--- config.mk ---
export PLATFORM = sky130hd
export DESIGN_NAME = fnd_counter_top
export DESIGN_NICKNAME = d
export VERILOG_FILES = /design/src/fnd_pkg.sv /design/src/count_link_if.sv /design/src/step_edge_detector.sv /design/src/digit_counter.sv /design/src/display_scanner.sv /design/src/seven_seg_decoder.sv /design/src/fnd_counter_top.sv
export SDC_FILE = /design/constraint.sdc
export NUM_CORES = 1
export LEC_CHECK = 0
export ABC_AREA = 1
export BUFFER_PORTS_ARGS = -buffer_cell sky130_fd_sc_hd__buf_2
export CAP_MARGIN = 20
export CORE_ASPECT_RATIO = 1.5
export CORE_MARGIN = 5
export CORE_UTILIZATION = 40
export CTS_CLUSTER_SIZE = 16
export DETAILED_ROUTE_END_ITERATION = 8
export GPL_TIMING_DRIVEN = 0
export PLACE_DENSITY = 0.55
export SYNTH_ARGS = -nofsm -noshare
export SYNTH_HDL_FRONTEND = slang
export SYNTH_SLANG_ARGS = --single-unit
--- constraint.sdc ---
create_clock -name clk -period 2.35 [get_ports clk]
set_input_delay 0.3525 -clock clk [delete_from_list [all_inputs] [get_ports clk]]
set_output_delay 0.3525 -clock clk [all_outputs]
set_load 0.1 [all_outputs]
--- src/fnd_pkg.sv ---
`default_nettype none

package fnd_pkg;

    ////////////////////////////////////////////////////////////
    // display geometry
    ////////////////////////////////////////////////////////////

    localparam int NUM_DIGITS    = 4;
    localparam int DIGIT_W       = 4;                     // one hex or bcd digit
    localparam int VALUE_W       = NUM_DIGITS * DIGIT_W;  // whole count
    localparam int SEG_W         = 8;                     // a..g plus dp

    // scan divider width, one tick every 2**SCAN_DIV_BITS cycles
    // a board build raises this to slow the refresh down
    localparam int SCAN_DIV_BITS = 4;

    ////////////////////////////////////////////////////////////
    // data types
    ////////////////////////////////////////////////////////////

    typedef logic [DIGIT_W-1:0]    digit_t;
    typedef logic [VALUE_W-1:0]    value_t;   // digit 0 in the low bits
    typedef logic [SEG_W-1:0]      seg_t;     // a b c d e f g dp, msb first, active low
    typedef logic [NUM_DIGITS-1:0] com_t;     // one low bit enables a digit

    // digit limits for the two counting modes
    localparam digit_t BCD_MAX = 4'd9;
    localparam digit_t HEX_MAX = 4'hf;

    // rightmost digit active after reset
    localparam com_t   COM_FIRST = 4'b1110;

    ////////////////////////////////////////////////////////////
    // opcodes and link states
    ////////////////////////////////////////////////////////////

    // one step of the counter, non-hold for a single cycle
    typedef enum logic [1:0] {
        OP_HOLD = 2'b00,
        OP_UP   = 2'b01,
        OP_DOWN = 2'b10
    } count_op_t;

    // four-phase req/ack, used on both sides of the link
    //   idle    : no transfer in flight
    //   req     : sender has req up / receiver has ack up
    //   release : waiting for the other side to drop its line
    typedef enum logic [1:0] {
        LINK_IDLE    = 2'b00,
        LINK_REQ     = 2'b01,
        LINK_RELEASE = 2'b10
    } link_state_t;

endpackage

`default_nettype wire

--- src/count_link_if.sv ---
`default_nettype none

// count snapshot from the counter to the display latch
interface count_link_if
    import fnd_pkg::*;
();

    logic   req;      // value and wrapped stable while high
    logic   ack;
    value_t value;
    logic   wrapped;  // last step rolled over

    modport sender (
        output req, value, wrapped,
        input  ack
    );

    modport receiver (
        input  req, value, wrapped,
        output ack
    );

endinterface

`default_nettype wire

--- src/step_edge_detector.sv ---
`default_nettype none

module step_edge_detector
    import fnd_pkg::*;
(
    input  logic      clk,
    input  logic      reset_p,
    input  logic      step,
    input  logic      down_up,   // 1 counts down
    output count_op_t op
);

    logic ff_cur;   // step sampled this edge
    logic ff_old;   // step sampled one edge earlier
    logic ff_dir;   // direction taken with ff_cur

    always_ff @(posedge clk or posedge reset_p) begin
        if (reset_p) begin
            ff_cur <= 1'b0;
            ff_old <= 1'b0;
            ff_dir <= 1'b0;
        end else begin
            ff_cur <= step;
            ff_old <= ff_cur;
            ff_dir <= down_up;
        end
    end

    // low then high on step gives one op cycle
    always_comb begin
        if ({ff_cur, ff_old} == 2'b10) begin
            op = ff_dir ? OP_DOWN : OP_UP;
        end else begin
            op = OP_HOLD;
        end
    end

endmodule

`default_nettype wire

--- src/digit_counter.sv ---
`default_nettype none

module digit_counter
    import fnd_pkg::*;
(
    input  logic         clk,
    input  logic         reset_p,
    input  logic         bcd_mode,  // held steady outside reset
    input  count_op_t    op,
    count_link_if.sender link
);

    value_t      count;
    value_t      count_next;
    logic        wrapped;
    logic        step_now;
    logic        carry;      // carry or borrow rippling up the digits
    digit_t      digit_max;
    digit_t      cur;
    logic        pending;    // count changed since last snapshot
    link_state_t tx_state;
    value_t      tx_value;
    logic        tx_wrapped;

    ////////////////////////////////////////////////////////////
    // up/down digit chain
    ////////////////////////////////////////////////////////////

    assign step_now  = (op != OP_HOLD);
    assign digit_max = bcd_mode ? BCD_MAX : HEX_MAX;

    // each digit moves only when everything below it wrapped
    always_comb begin
        count_next = count;
        carry      = step_now;
        cur        = '0;
        for (int i = 0; i < NUM_DIGITS; i++) begin
            cur = count[i*DIGIT_W +: DIGIT_W];
            if (carry) begin
                if (op == OP_UP) begin
                    if (cur >= digit_max) begin
                        count_next[i*DIGIT_W +: DIGIT_W] = '0;  // carry on
                    end else begin
                        count_next[i*DIGIT_W +: DIGIT_W] = cur + digit_t'(1);
                        carry = 1'b0;
                    end
                end else begin
                    if (cur == '0) begin
                        count_next[i*DIGIT_W +: DIGIT_W] = digit_max;  // borrow on
                    end else begin
                        count_next[i*DIGIT_W +: DIGIT_W] = cur - digit_t'(1);
                        carry = 1'b0;
                    end
                end
            end
        end
    end

    // carry still set after digit 3 means the whole count rolled over
    always_ff @(posedge clk or posedge reset_p) begin
        if (reset_p) begin
            count   <= '0;
            wrapped <= 1'b0;
        end else if (step_now) begin
            count   <= count_next;
            wrapped <= carry;
        end
    end

    ////////////////////////////////////////////////////////////
    // link sender
    ////////////////////////////////////////////////////////////

    // a step during a transfer keeps pending up for one more round
    always_ff @(posedge clk or posedge reset_p) begin
        if (reset_p) begin
            pending  <= 1'b0;
            tx_state <= LINK_IDLE;
        end else begin
            pending <= step_now | (pending & (tx_state != LINK_IDLE));
            case (tx_state)
                LINK_IDLE: begin
                    if (pending) tx_state <= LINK_REQ;
                end
                LINK_REQ: begin
                    if (link.ack) tx_state <= LINK_RELEASE;
                end
                LINK_RELEASE: begin
                    if (!link.ack) tx_state <= LINK_IDLE;   // four phases done
                end
                default: tx_state <= LINK_IDLE;
            endcase
        end
    end

    // snapshot taken on the edge that raises req
    always_ff @(posedge clk) begin
        if (tx_state == LINK_IDLE && pending) begin
            tx_value   <= count;
            tx_wrapped <= wrapped;
        end
    end

    assign link.req     = (tx_state == LINK_REQ);
    assign link.value   = tx_value;
    assign link.wrapped = tx_wrapped;

endmodule

`default_nettype wire

--- src/display_scanner.sv ---
`default_nettype none

module display_scanner
    import fnd_pkg::*;
(
    input  logic           clk,
    input  logic           reset_p,
    count_link_if.receiver link,
    output digit_t         digit,
    output logic           dp_on,
    output com_t           com
);

    link_state_t               rx_state;
    value_t                    disp_value;    // display latch
    logic                      disp_wrapped;
    logic [SCAN_DIV_BITS-1:0]  scan_cnt;
    logic                      scan_tick;

    ////////////////////////////////////////////////////////////
    // link receiver and display latch
    ////////////////////////////////////////////////////////////

    always_ff @(posedge clk or posedge reset_p) begin
        if (reset_p) begin
            rx_state     <= LINK_IDLE;
            disp_value   <= '0;
            disp_wrapped <= 1'b0;
        end else begin
            case (rx_state)
                LINK_IDLE: begin
                    if (link.req) begin           // ack is low here
                        disp_value   <= link.value;
                        disp_wrapped <= link.wrapped;
                        rx_state     <= LINK_REQ;
                    end
                end
                LINK_REQ: begin
                    if (!link.req) rx_state <= LINK_RELEASE;
                end
                LINK_RELEASE: begin
                    rx_state <= LINK_IDLE;        // ack already low
                end
                default: rx_state <= LINK_IDLE;
            endcase
        end
    end

    assign link.ack = (rx_state == LINK_REQ);

    ////////////////////////////////////////////////////////////
    // scan tick and common ring
    ////////////////////////////////////////////////////////////

    always_ff @(posedge clk or posedge reset_p) begin
        if (reset_p) begin
            scan_cnt <= '0;
        end else begin
            scan_cnt <= scan_cnt + 1'b1;          // free running
        end
    end

    assign scan_tick = &scan_cnt;

    // right to left, then back to the rightmost digit
    always_ff @(posedge clk or posedge reset_p) begin
        if (reset_p) begin
            com <= COM_FIRST;
        end else if (scan_tick) begin
            case (com)
                4'b1110: com <= 4'b1101;
                4'b1101: com <= 4'b1011;
                4'b1011: com <= 4'b0111;
                4'b0111: com <= 4'b1110;
                default: com <= COM_FIRST;        // recover from a bad pattern
            endcase
        end
    end

    ////////////////////////////////////////////////////////////
    // digit select
    ////////////////////////////////////////////////////////////

    always_comb begin
        digit = '0;
        for (int i = 0; i < NUM_DIGITS; i++) begin
            if (!com[i]) digit = disp_value[i*DIGIT_W +: DIGIT_W];
        end
    end

    // wrap marker on the rightmost dp only
    assign dp_on = disp_wrapped & ~com[0];

endmodule

`default_nettype wire

--- src/seven_seg_decoder.sv ---
`default_nettype none

module seven_seg_decoder
    import fnd_pkg::*;
(
    input  digit_t digit,
    input  logic   dp_on,
    output seg_t   seg_7
);

    logic [SEG_W-2:0] font;  // a..g glyph

    always_comb begin
        case (digit)
                              // abcdefg
            4'h0: font = 7'b0000001;
            4'h1: font = 7'b1001111;
            4'h2: font = 7'b0010010;
            4'h3: font = 7'b0000110;
            4'h4: font = 7'b1001100;
            4'h5: font = 7'b0100100;
            4'h6: font = 7'b0100000;
            4'h7: font = 7'b0001101;
            4'h8: font = 7'b0000000;
            4'h9: font = 7'b0001100;
            4'ha: font = 7'b0001000;  // A
            4'hb: font = 7'b1100000;  // b
            4'hc: font = 7'b0110001;  // C
            4'hd: font = 7'b1000010;  // d
            4'he: font = 7'b0110000;  // E
            4'hf: font = 7'b0111000;  // F
            default: font = '1;
        endcase
    end

    // dp lights when pulled low
    assign seg_7 = {font, ~dp_on};

endmodule

`default_nettype wire

--- src/fnd_counter_top.sv ---
`default_nettype none

module fnd_counter_top
    import fnd_pkg::*;
(
    input  logic clk,
    input  logic reset_p,
    input  logic step,
    input  logic down_up,   // 1 counts down
    input  logic bcd_mode,  // change only under reset
    output seg_t seg_7,
    output com_t com
);

    count_op_t op;
    digit_t    digit;
    logic      dp_on;

    count_link_if link ();

    step_edge_detector u_edge (
        .clk     (clk),
        .reset_p (reset_p),
        .step    (step),
        .down_up (down_up),
        .op      (op)
    );

    digit_counter u_counter (
        .clk      (clk),
        .reset_p  (reset_p),
        .bcd_mode (bcd_mode),
        .op       (op),
        .link     (link.sender)
    );

    display_scanner u_scanner (
        .clk     (clk),
        .reset_p (reset_p),
        .link    (link.receiver),
        .digit   (digit),
        .dp_on   (dp_on),
        .com     (com)
    );

    seven_seg_decoder u_decoder (
        .digit (digit),
        .dp_on (dp_on),
        .seg_7 (seg_7)
    );

endmodule

`default_nettype wire

==> results.txt, run 1 <==
status: finished with violations
first-pass GRT wire length: 14000 microns
Crit-path slowest cell: dfstp_4
largest net degree at the start of global routing: 32
Worst-Skew Late Latency: 330 ps
via count: 3046
vias in the first global route: 3068
CP cell instances: nand2_4 -> nor2_4 -> nand2_2 -> nand4_1 -> ha_2 -> buf_4 -> buf_6 -> nand3_1 -> nand2_2 -> buf_12
clock-pin slew on the worst setup and hold paths: 60 ps
R2R depth: 10
crit end category: output port
most frequent cells in the layout: 117 x nand2_1, 53 x inv_1, 46 x dfrtp_1
FF+latch count, synth: 67
area of the multi-input gates: 1910 sq um
Die ar.: 11600 sq um
failing checks: setup timing
starting density of the core: 40.9%
Ys Warns: 0
port bufs: 16
CTS root buffer: clkbuf_16
CP most frequent cell: nand2_2
DR pass1 iterations: 4
CP required: 2000 ps
post-layout util: 51.4%
Iter 0 DRT Violations: 115
core area: 9250 sq um
final setup slack of the worst path: -235 ps
GR Overflow Total: 0
syn nets: 479
DP HPWL: 5880 microns
area added between synthesis and finish: 25.5%
Tightest Pin Transition: 485 ps
unrepaired setup endpoints after global routing: yes
Critical Path Max Stage Delay: 650 ps
critical path type: reg -> out
synthesized cell area: 3790 sq um
Pint: 4060 uW
worst slack, placed: -273 ps
Pleak: 0.00230 uW
Max Cap Viol: 0
H-tree levels: 3
Post-Synth Simple-Gate Area: 27.1%
Period minus WS final: 2580 ps
die span in x: 89.5 microns
fin crit share: 110%
most common cell after layout, fill and taps aside: nand2_1
P_sw: 3130 uW
Sequential Area: 1780 sq um
Nets: 521
mux share of post-synthesis cell area: 4.16%
Seq pwr share: 28.5%
placed instance count: 582
library cells used by synthesis: 31
top cell type's share of synthesized area: 31.1%
wire per inst: 13.0 microns
Max-slew headroom: 67.9%
pwr dens: 1510 nW/um^2
setup TNS: -1150 ps
DR vias/cell: 4.99
Core Rows: 43
DRC Markers: 0
Critical Path AT: 2230 ps
Worst VDD drop: 0.00146 V
main combinational cell family by area after synthesis: simple AND/OR/NAND/NOR gates
Hold Vio Cnt, Final: 0
XOR/XNOR Fraction of Synth Area: 1.62%
Num CTS Buffers: 9
Highest Clock Rate: 0.387 GHz
startpoint types: flop
synth top area cells: dfrtp_1 31%, edfxtp_1 13%, nand2_1 13%
sw frac: 43.5%
Total GRT Usage: 15.6%
Final Non-Filler Cells: 611
FILL cells: 871
worst-path maximum fanout: 4
Post-Synthesis Cells: 452
compound-gate portion of the synthesized area: 5.91%
HP Class: in -> async
routed wire length: 7970 microns
Slew Limit Fails: 0
CTS tree: yes
Placer Congestion: 0.885
worst hold slack: 33.7 ps
antenna-violating nets left: 0
combinational share of power: 51.4%
clk buf depth: 2
initial antenna violation count: 0
Synth Area in Adders: 7.27%
setup violators final: 7
n_diodes: 0
Seq/Total Area, Yosys: 46.6%
power share of the clock group: 20.1%
die height: 129 microns
Clock Skew: 7.80 ps
mean post-synth cell area: 8.38 sq um
CTS Sinks: 67
Synth area leader: dfrtp_1
share of cells above drive strength 1: 24.2%
I/O Pins: 17
## critical path: cells and delay by family (launching register included)
kind / cells / cell delay [ps]
fa+ha+maj: 1 / 240
simple gates: 6 / 620
flops: 1 / 650
buf+inv: 3 / 380
## through the flow
stage,power (uW),area [sq um]
2_1_floorplan,4590,3890
6_report,7190,4750
5_1_grt,7760,4750
3_5_place_dp,5180,4140
4_1_cts,7150,4690
3_3_place_gp,5100,4110
## area by class of cell
class / count / area share (%)
buffer: 7 / 0.947
sequential: 67 / 37.4
inverter: 62 / 4.95
timing repair buffer: 31 / 6.61
clock buffer: 9 / 4.74
tap: 112 / 2.95
multi-input combinational: 316 / 40.3
clock inverter: 7 / 2.11
## power groups by stage
stage	registers, uW	clock network [uW]	logic [uW]
floorplan	1950	0	2640
global placement	2050	0	3040
detailed placement	2070	0	3120
CTS	2050	1480	3620
global route	2130	1540	4100
finish	2050	1450	3690
## Yosys cell counts, drive strengths merged
cell type	instances
o21ai	30
xnor2	4
edfxtp	17
nand4	10
a21oi	10
nor2	30
buf	5
nand3	49
dfrtp	47
o211ai	1
inv	62
xor2	3
mux2	14
ha	22
clkbuf	2
nor3	1
nand2	137
o21bai	1
nand3b	2
a32oi	1
dfstp	3
or2	1
## cells by family after synthesis
family,after synthesis
simple gates,230
buf+inv,69
flops,67
compound gates,43
fa+ha+maj,22
mux,14
xor+xnor,7
## per-layer routing
layer  share of wire [%]  global-route usage (%)  vias up  wire [microns]
met5                   0                       0        -               0
met4                 5.1                    10.3        0             405
met3                 3.1                    3.44       27             250
met2                  52                    26.8       64            4140
met1                  40                    16.7     1401            3170
li1                    -                       -     1554               -
## path summary, 6_finish.rpt
| path | startpoint | endpoint | slack [ps] |
|---|---|---|---|
| setup / recovery | u_scanner.com[2] | seg_7[2] | -230 |
| setup reg to reg | u_counter.count[2] | u_counter.wrapped | 580 |
| hold / removal | reset_p | u_scanner.scan_cnt[1] | 30 |
| min in group clk | step | u_edge.ff_cur | 130 |
| hold reg to reg | u_counter.count[15] | u_counter.link.value[15] | 450 |
| max in group asynchronous | reset_p | u_scanner.disp_value[10] | 1780 |
## state kept, by name, indices dropped and copies added (netlist names)
signal                  cells
u_counter.pending           1
u_edge.ff_old               1
u_scanner.scan_cnt          4
u_edge.ff_cur               1
u_counter.link.value       16
u_counter.tx_state          2
u_edge.ff_dir               1
u_counter.count            16
u_counter.wrapped           1
u_counter.link.wrapped      1
u_scanner.rx_state          2
u_scanner.disp_wrapped      1
u_scanner.disp_value       16
u_scanner.com               4
## repair_timing
item	CTS	global route
pin swaps	18	13
buffers inserted	9	4
hold buffers	0	0
resized for setup	45	7
setup endpoints to repair	7	7
(Power assumes the default switching activity.)
==> inputs of run 2 (changes only) <==
--- a/config.mk
+++ b/config.mk
@@ -11,3 +11,3 @@
 export CORE_ASPECT_RATIO = 1.5
-export CORE_MARGIN = 5
+export CORE_MARGIN = 2
 export CORE_UTILIZATION = 40
--- a/constraint.sdc
+++ b/constraint.sdc
@@ -3,2 +3,2 @@
 set_output_delay 0.3525 -clock clk [all_outputs]
-set_load 0.1 [all_outputs]
+set_load 0.02 [all_outputs]
==> run 2 against run 1 <==
Against the previous run:
- setup slack improved by 190 ps
- clock power rose by 4%
- flip-flop and latch count did not move
- largest cell class unchanged
- clock skew fell by 0.88 ps
- via count rose by 0.13%
- the flow still finishes with violations (setup timing)
- total power fell by 14%
- critical endpoint is now seg_7[4]
- first-iteration DRC count rose by 38%
- non-clock buffer count fell by 1
- count of clock-buffer cells in the layout rose by 1
- final cell count fell by 0.16%
- core utilization fell by 1.3 points
- die area fell by 11%
==> results.txt, run 2 (synthesized netlist as in run 1, its figures left out) <==
starting density of the core: 40.9%
wire per inst: 12.6 microns
placed instance count: 582
core area: 9250 sq um
Clock Skew: 6.92 ps
worst-path maximum fanout: 4
CP required: 2000 ps
share of cells above drive strength 1: 21.1%
DR WL met2: 4030 microns
Die ar.: 10300 sq um
Worst VDD drop: 0.000787 V
DRC Markers: 0
Nets: 520
most common cell after layout, fill and taps aside: nand2_1
Highest Clock Rate: 0.417 GHz
cell area after placement: 4040 sq um
unrepaired setup endpoints after global routing: yes
Max Cap Viol: 0
CTS root buffer: clkbuf_16
first-pass GRT wire length: 13500 microns
DR vias/cell: 5.00
largest net degree at the start of global routing: 34
Pleak: 0.00228 uW
Iter 0 DRT Violations: 159
die height: 123 microns
routed wire length: 7700 microns
final total power: 6150 uW
post-layout util: 50.1%
Placer Congestion: 0.920
clk buf depth: 2
GR Overflow Total: 0
clock-pin slew on the worst setup and hold paths: 60 ps
design area: 4640 sq um
Critical Path AT: 2050 ps
Hold Vio Cnt, Final: 0
Top Layer Used: met4
HP Class: in -> async
port bufs: 16
vias in the first global route: 3001
critical path type: reg -> out
n_diodes: 0
DP HPWL: 5690 microns
final setup slack of the worst path: -47.6 ps
status: finished with violations
die span in x: 83.5 microns
most frequent cells in the layout: 129 x nand2_1, 52 x inv_1, 47 x dfrtp_1
initial antenna violation count: 0
via count: 3050
met1 wire length: 3190 microns
CTS Hold Buffers Added: 0
Worst-Skew Late Latency: 330 ps
WL met3: 201 microns
Slew Limit Fails: 0
area added between synthesis and finish: 22.4%
Total GRT Usage: 16.6%
Core Rows: 43
Max-slew headroom: 71.4%
startpoint types: flop
pwr dens: 1330 nW/um^2
crit end category: output port
I/O Pins: 17
fin crit share: 102%
CTS tree: yes
R2R depth: 10
Period minus WS final: 2400 ps
failing checks: setup timing
DR pass1 iterations: 4
Tightest Pin Transition: 427 ps
H-tree levels: 3
worst hold slack: 6.08 ps
CTS Sinks: 67
antenna-violating nets left: 0
setup violators final: 6
Final Non-Filler Cells: 610
Num CTS Buffers: 9
run 2: stage by stage:
| step | setup WS (ps) | setup TNS (ps) |
|---|---|---|
| after floorplan | 132 | 0 |
| after global placement | -153 | -235 |
| after detailed placement | -162 | -237 |
| after CTS | -44.9 | -158 |
| after global routing | -181 | -1080 |
| final | -47.6 | -125 |
run 2: worst paths after layout:
| kind | from | end | slack, ps |
|---|---|---|---|
| min in group clk | down_up | u_edge.ff_dir | 130 |
| max in group asynchronous | reset_p | u_scanner.com[2] | 1770 |
| setup / recovery | u_scanner.com[2] | seg_7[4] | -50 |
| hold reg to reg | u_counter.count[11] | u_counter.link.value[11] | 440 |
| setup reg to reg | u_counter.count[2] | u_counter.wrapped | 610 |
| hold / removal | reset_p | u_scanner.scan_cnt[1] | 6 |
run 2: critical path, stage by stage, from the launching register on:
cell	delay, ps
dfstp_2	590
buf_12	120
nor2_4	40
nand2_2	60
nand3_2	100
nor2_4	150
ha_4	230
inv_2	50
nand4_1	70
nand2_1	70
nand2_1	50
nand2_1	80
buf_6	110
run 2: layout make-up:
cell class / count / area (sq um)
plain buffers: 7 / 45.0
well taps: 112 / 140
clock buffers: 10 / 250
flip-flops and latches: 67 / 1770
multi-input cells: 316 / 1850
clock inverters: 6 / 93.8
fillers: 887 / 4620
inverters: 62 / 235
repair buffers: 30 / 260
run 2: where the power goes:
group	internal, uW	switching [uW]
combinational	1090	1500
sequential	1700	343
clock	1000	510
run 2: metal layers:
layer  GRT usage (%)  up-vias
met2            30.8       62
met1            17.8     1415
met3            3.60       21
met4            8.47        0
met5               0        -
li1                -     1552
run 2: repair_timing:
action                                  4_1_cts  5_1_grt
cloned                                        0        0
resized for setup                            40        2
pin swaps                                    18        6
endpoints found under the setup margin        7        7
setup buffers                                11        1
==> inputs of run 3 (changes only) <==
Settings changed: CTS_BUF_LIST set to sky130_fd_sc_hd__clkbuf_2.
Clock period 2.35 ns to 2.4 ns, I/O delays scaled along.
==> run 3 against run 2 <==
Against the previous run:
- the flow still finishes with violations (setup timing)
- total power decreased by 9.7%
- core utilization decreased by 0.95 points
- clock power decreased by 40%
- sequential power decreased by 2%
- global-route usage increased by 0.16 points
- via count increased by 1.4%
- non-clock buffer count increased by 6
- critical path depth decreased by 2
- worst hold slack improved by 330 ps
==> results.txt, run 3 (synthesized netlist as in run 1, its figures left out) <==
routed wire length: 7970 microns
worst slack, placed: -120 ps
via count: 3094
DR vias/cell: 5.01
Slew Limit Fails: 0
failing checks: setup timing
status: finished with violations
HP Class: in -> async
Crit-path slowest cell: dfstp_2
worst hold slack: 334 ps
cell area after placement: 4040 sq um
worst r2r dst: u_counter.wrapped
wire per inst: 12.9 microns
initial antenna violation count: 1
Core Rows: 43
Critical Path Max Stage Delay: 660 ps
most frequent cells in the layout: 125 x nand2_1, 51 x inv_1, 47 x dfrtp_1
WL met3: 223 microns
startpoint types: flop
DP HPWL: 5690 microns
critical path type: reg -> out
port bufs: 16
DR WL met2: 4200 microns
FILL cells: 899
Setup crit end: seg_7[3]
die span in x: 83.5 microns
pwr dens: 1220 nW/um^2
CP cell instances: nand2_4 -> nor2_4 -> buf_4 -> buf_6 -> inv_2 -> nor2_4 -> nand3b_1 -> nand3_1 -> nand2_1 -> buf_6
CTS Sinks: 67
clk buf depth: 2
setup violators final: 7
fin crit share: 115%
Max Cap Viol: 0
CTS tree: yes
clock-pin slew on the worst setup and hold paths: 220 ps
most common cell after layout, fill and taps aside: nand2_1
CP required: 2040 ps
crit end category: output port
share of cells above drive strength 1: 23.2%
DRC Markers: 0
DR pass1 iterations: 6
starting density of the core: 40.9%
antenna-violating nets left: 0
Worst VDD drop: 0.000791 V
delay-heaviest family, CP: simple AND/OR/NAND/NOR gates
Nets: 526
worst reg2reg setup slack: 650 ps
die height: 123 microns
Bufs and invs on worst path: 4
final setup slack of the worst path: -356 ps
met1 wire length: 3270 microns
Hold Vio Cnt, Final: 0
Num CTS Buffers: 9
Clock Skew: 34.6 ps
area added between synthesis and finish: 20.1%
Total GRT Usage: 16.8%
Die ar.: 10300 sq um
worst-path maximum fanout: 6
Top Layer Used: met4
reg2reg start: u_counter.count[2]
Worst-Skew Late Latency: 520 ps
Period minus WS final: 2760 ps
Tightest Pin Transition: 428 ps
R2R depth: 10
design area: 4550 sq um
CTS root buffer: clkbuf_2
largest net degree at the start of global routing: 34
first-pass GRT wire length: 13700 microns
vias in the first global route: 3054
Critical Path AT: 2400 ps
unrepaired setup endpoints after global routing: yes
WP depth: 10
H-tree levels: 3
Highest Clock Rate: 0.363 GHz
GR Overflow Total: 0
core area: 9250 sq um
Iter 0 DRT Violations: 142
Worst setup startpoint: u_scanner.com[3]
Placer Congestion: 0.920
Max-slew headroom: 71.4%
Pleak: 0.00224 uW
I/O Pins: 17
## run 3: cell types whose count changed in the layout (fill, tap and decap cells not counted), sizes merged
cell | before | now
dlygate4sd3 | 0 | 3
clkbuf | 12 | 11
bufinv | 2 | 3
diode | 0 | 1
buf | 35 | 38
## run 3: per-stage QoR
stage	setup TNS, ps	total power, uW	std cells	utilization [%]
6_report	-2290	5550	617	49.2
5_1_grt	-3260	6070	617	49.2
4_1_cts	-1940	5500	610	48.2
3_5_place_dp	-130	4330	582	43.6
3_3_place_gp	-113	4240	580	43.3
2_1_floorplan	0	3760	452	-
## run 3: layout make-up
cell class	instances	area (sq um)	area share [%]
Buffer	7	45.0	0.990
Inverter	62	235	5.17
Antenna cell	1	2.50	0.0550
Multi-Input combinational cell	316	1880	41.4
Tap cell	112	140	3.08
Sequential cell	67	1770	38.8
Clock inverter	7	124	2.72
Timing Repair Buffer	36	309	6.79
Clock buffer	9	45.0	0.990
## run 3: worst reg2reg max path, delay by kind of cell, from the launching register on
family	cells	cell delay, ps
buf+inv	2	200
flops	1	530
fa+ha+maj	1	330
simple gates	7	670
## run 3: worst min path at each step
stage	endpoint	slack, ps	depth (start not counted)
after global routing	u_scanner.rx_state[1]	310	3
after floorplan	u_edge.ff_cur	390	0
after detailed placement	u_scanner.scan_cnt[0]	380	2
after global placement	u_counter.link.value[15]	430	0
after CTS	u_counter.tx_state[0]	310	3
final	u_counter.count[6]	330	3
## run 3: power by group
part           total, uW  switching, uW  internal [uW]
combinational       2650           1530           1120
sequential          1990            344           1650
clock                901            444            458
## run 3: what timing repair did
item | in CTS | in global routing
setup endpoints to repair | 7 | 7
gates resized for setup | 46 | 12
setup buffers | 9 | 6
hold buffers | 3 | 0
pin swaps | 17 | 17
hold endpoints to repair | 19 | 0
## run 3: routing by layer
metal | track usage (%) | up-vias
met5 | 0 | -
met4 | 8.17 | 0
met3 | 3.40 | 23
met2 | 31.7 | 64
met1 | 17.8 | 1439
li1 | - | 1568
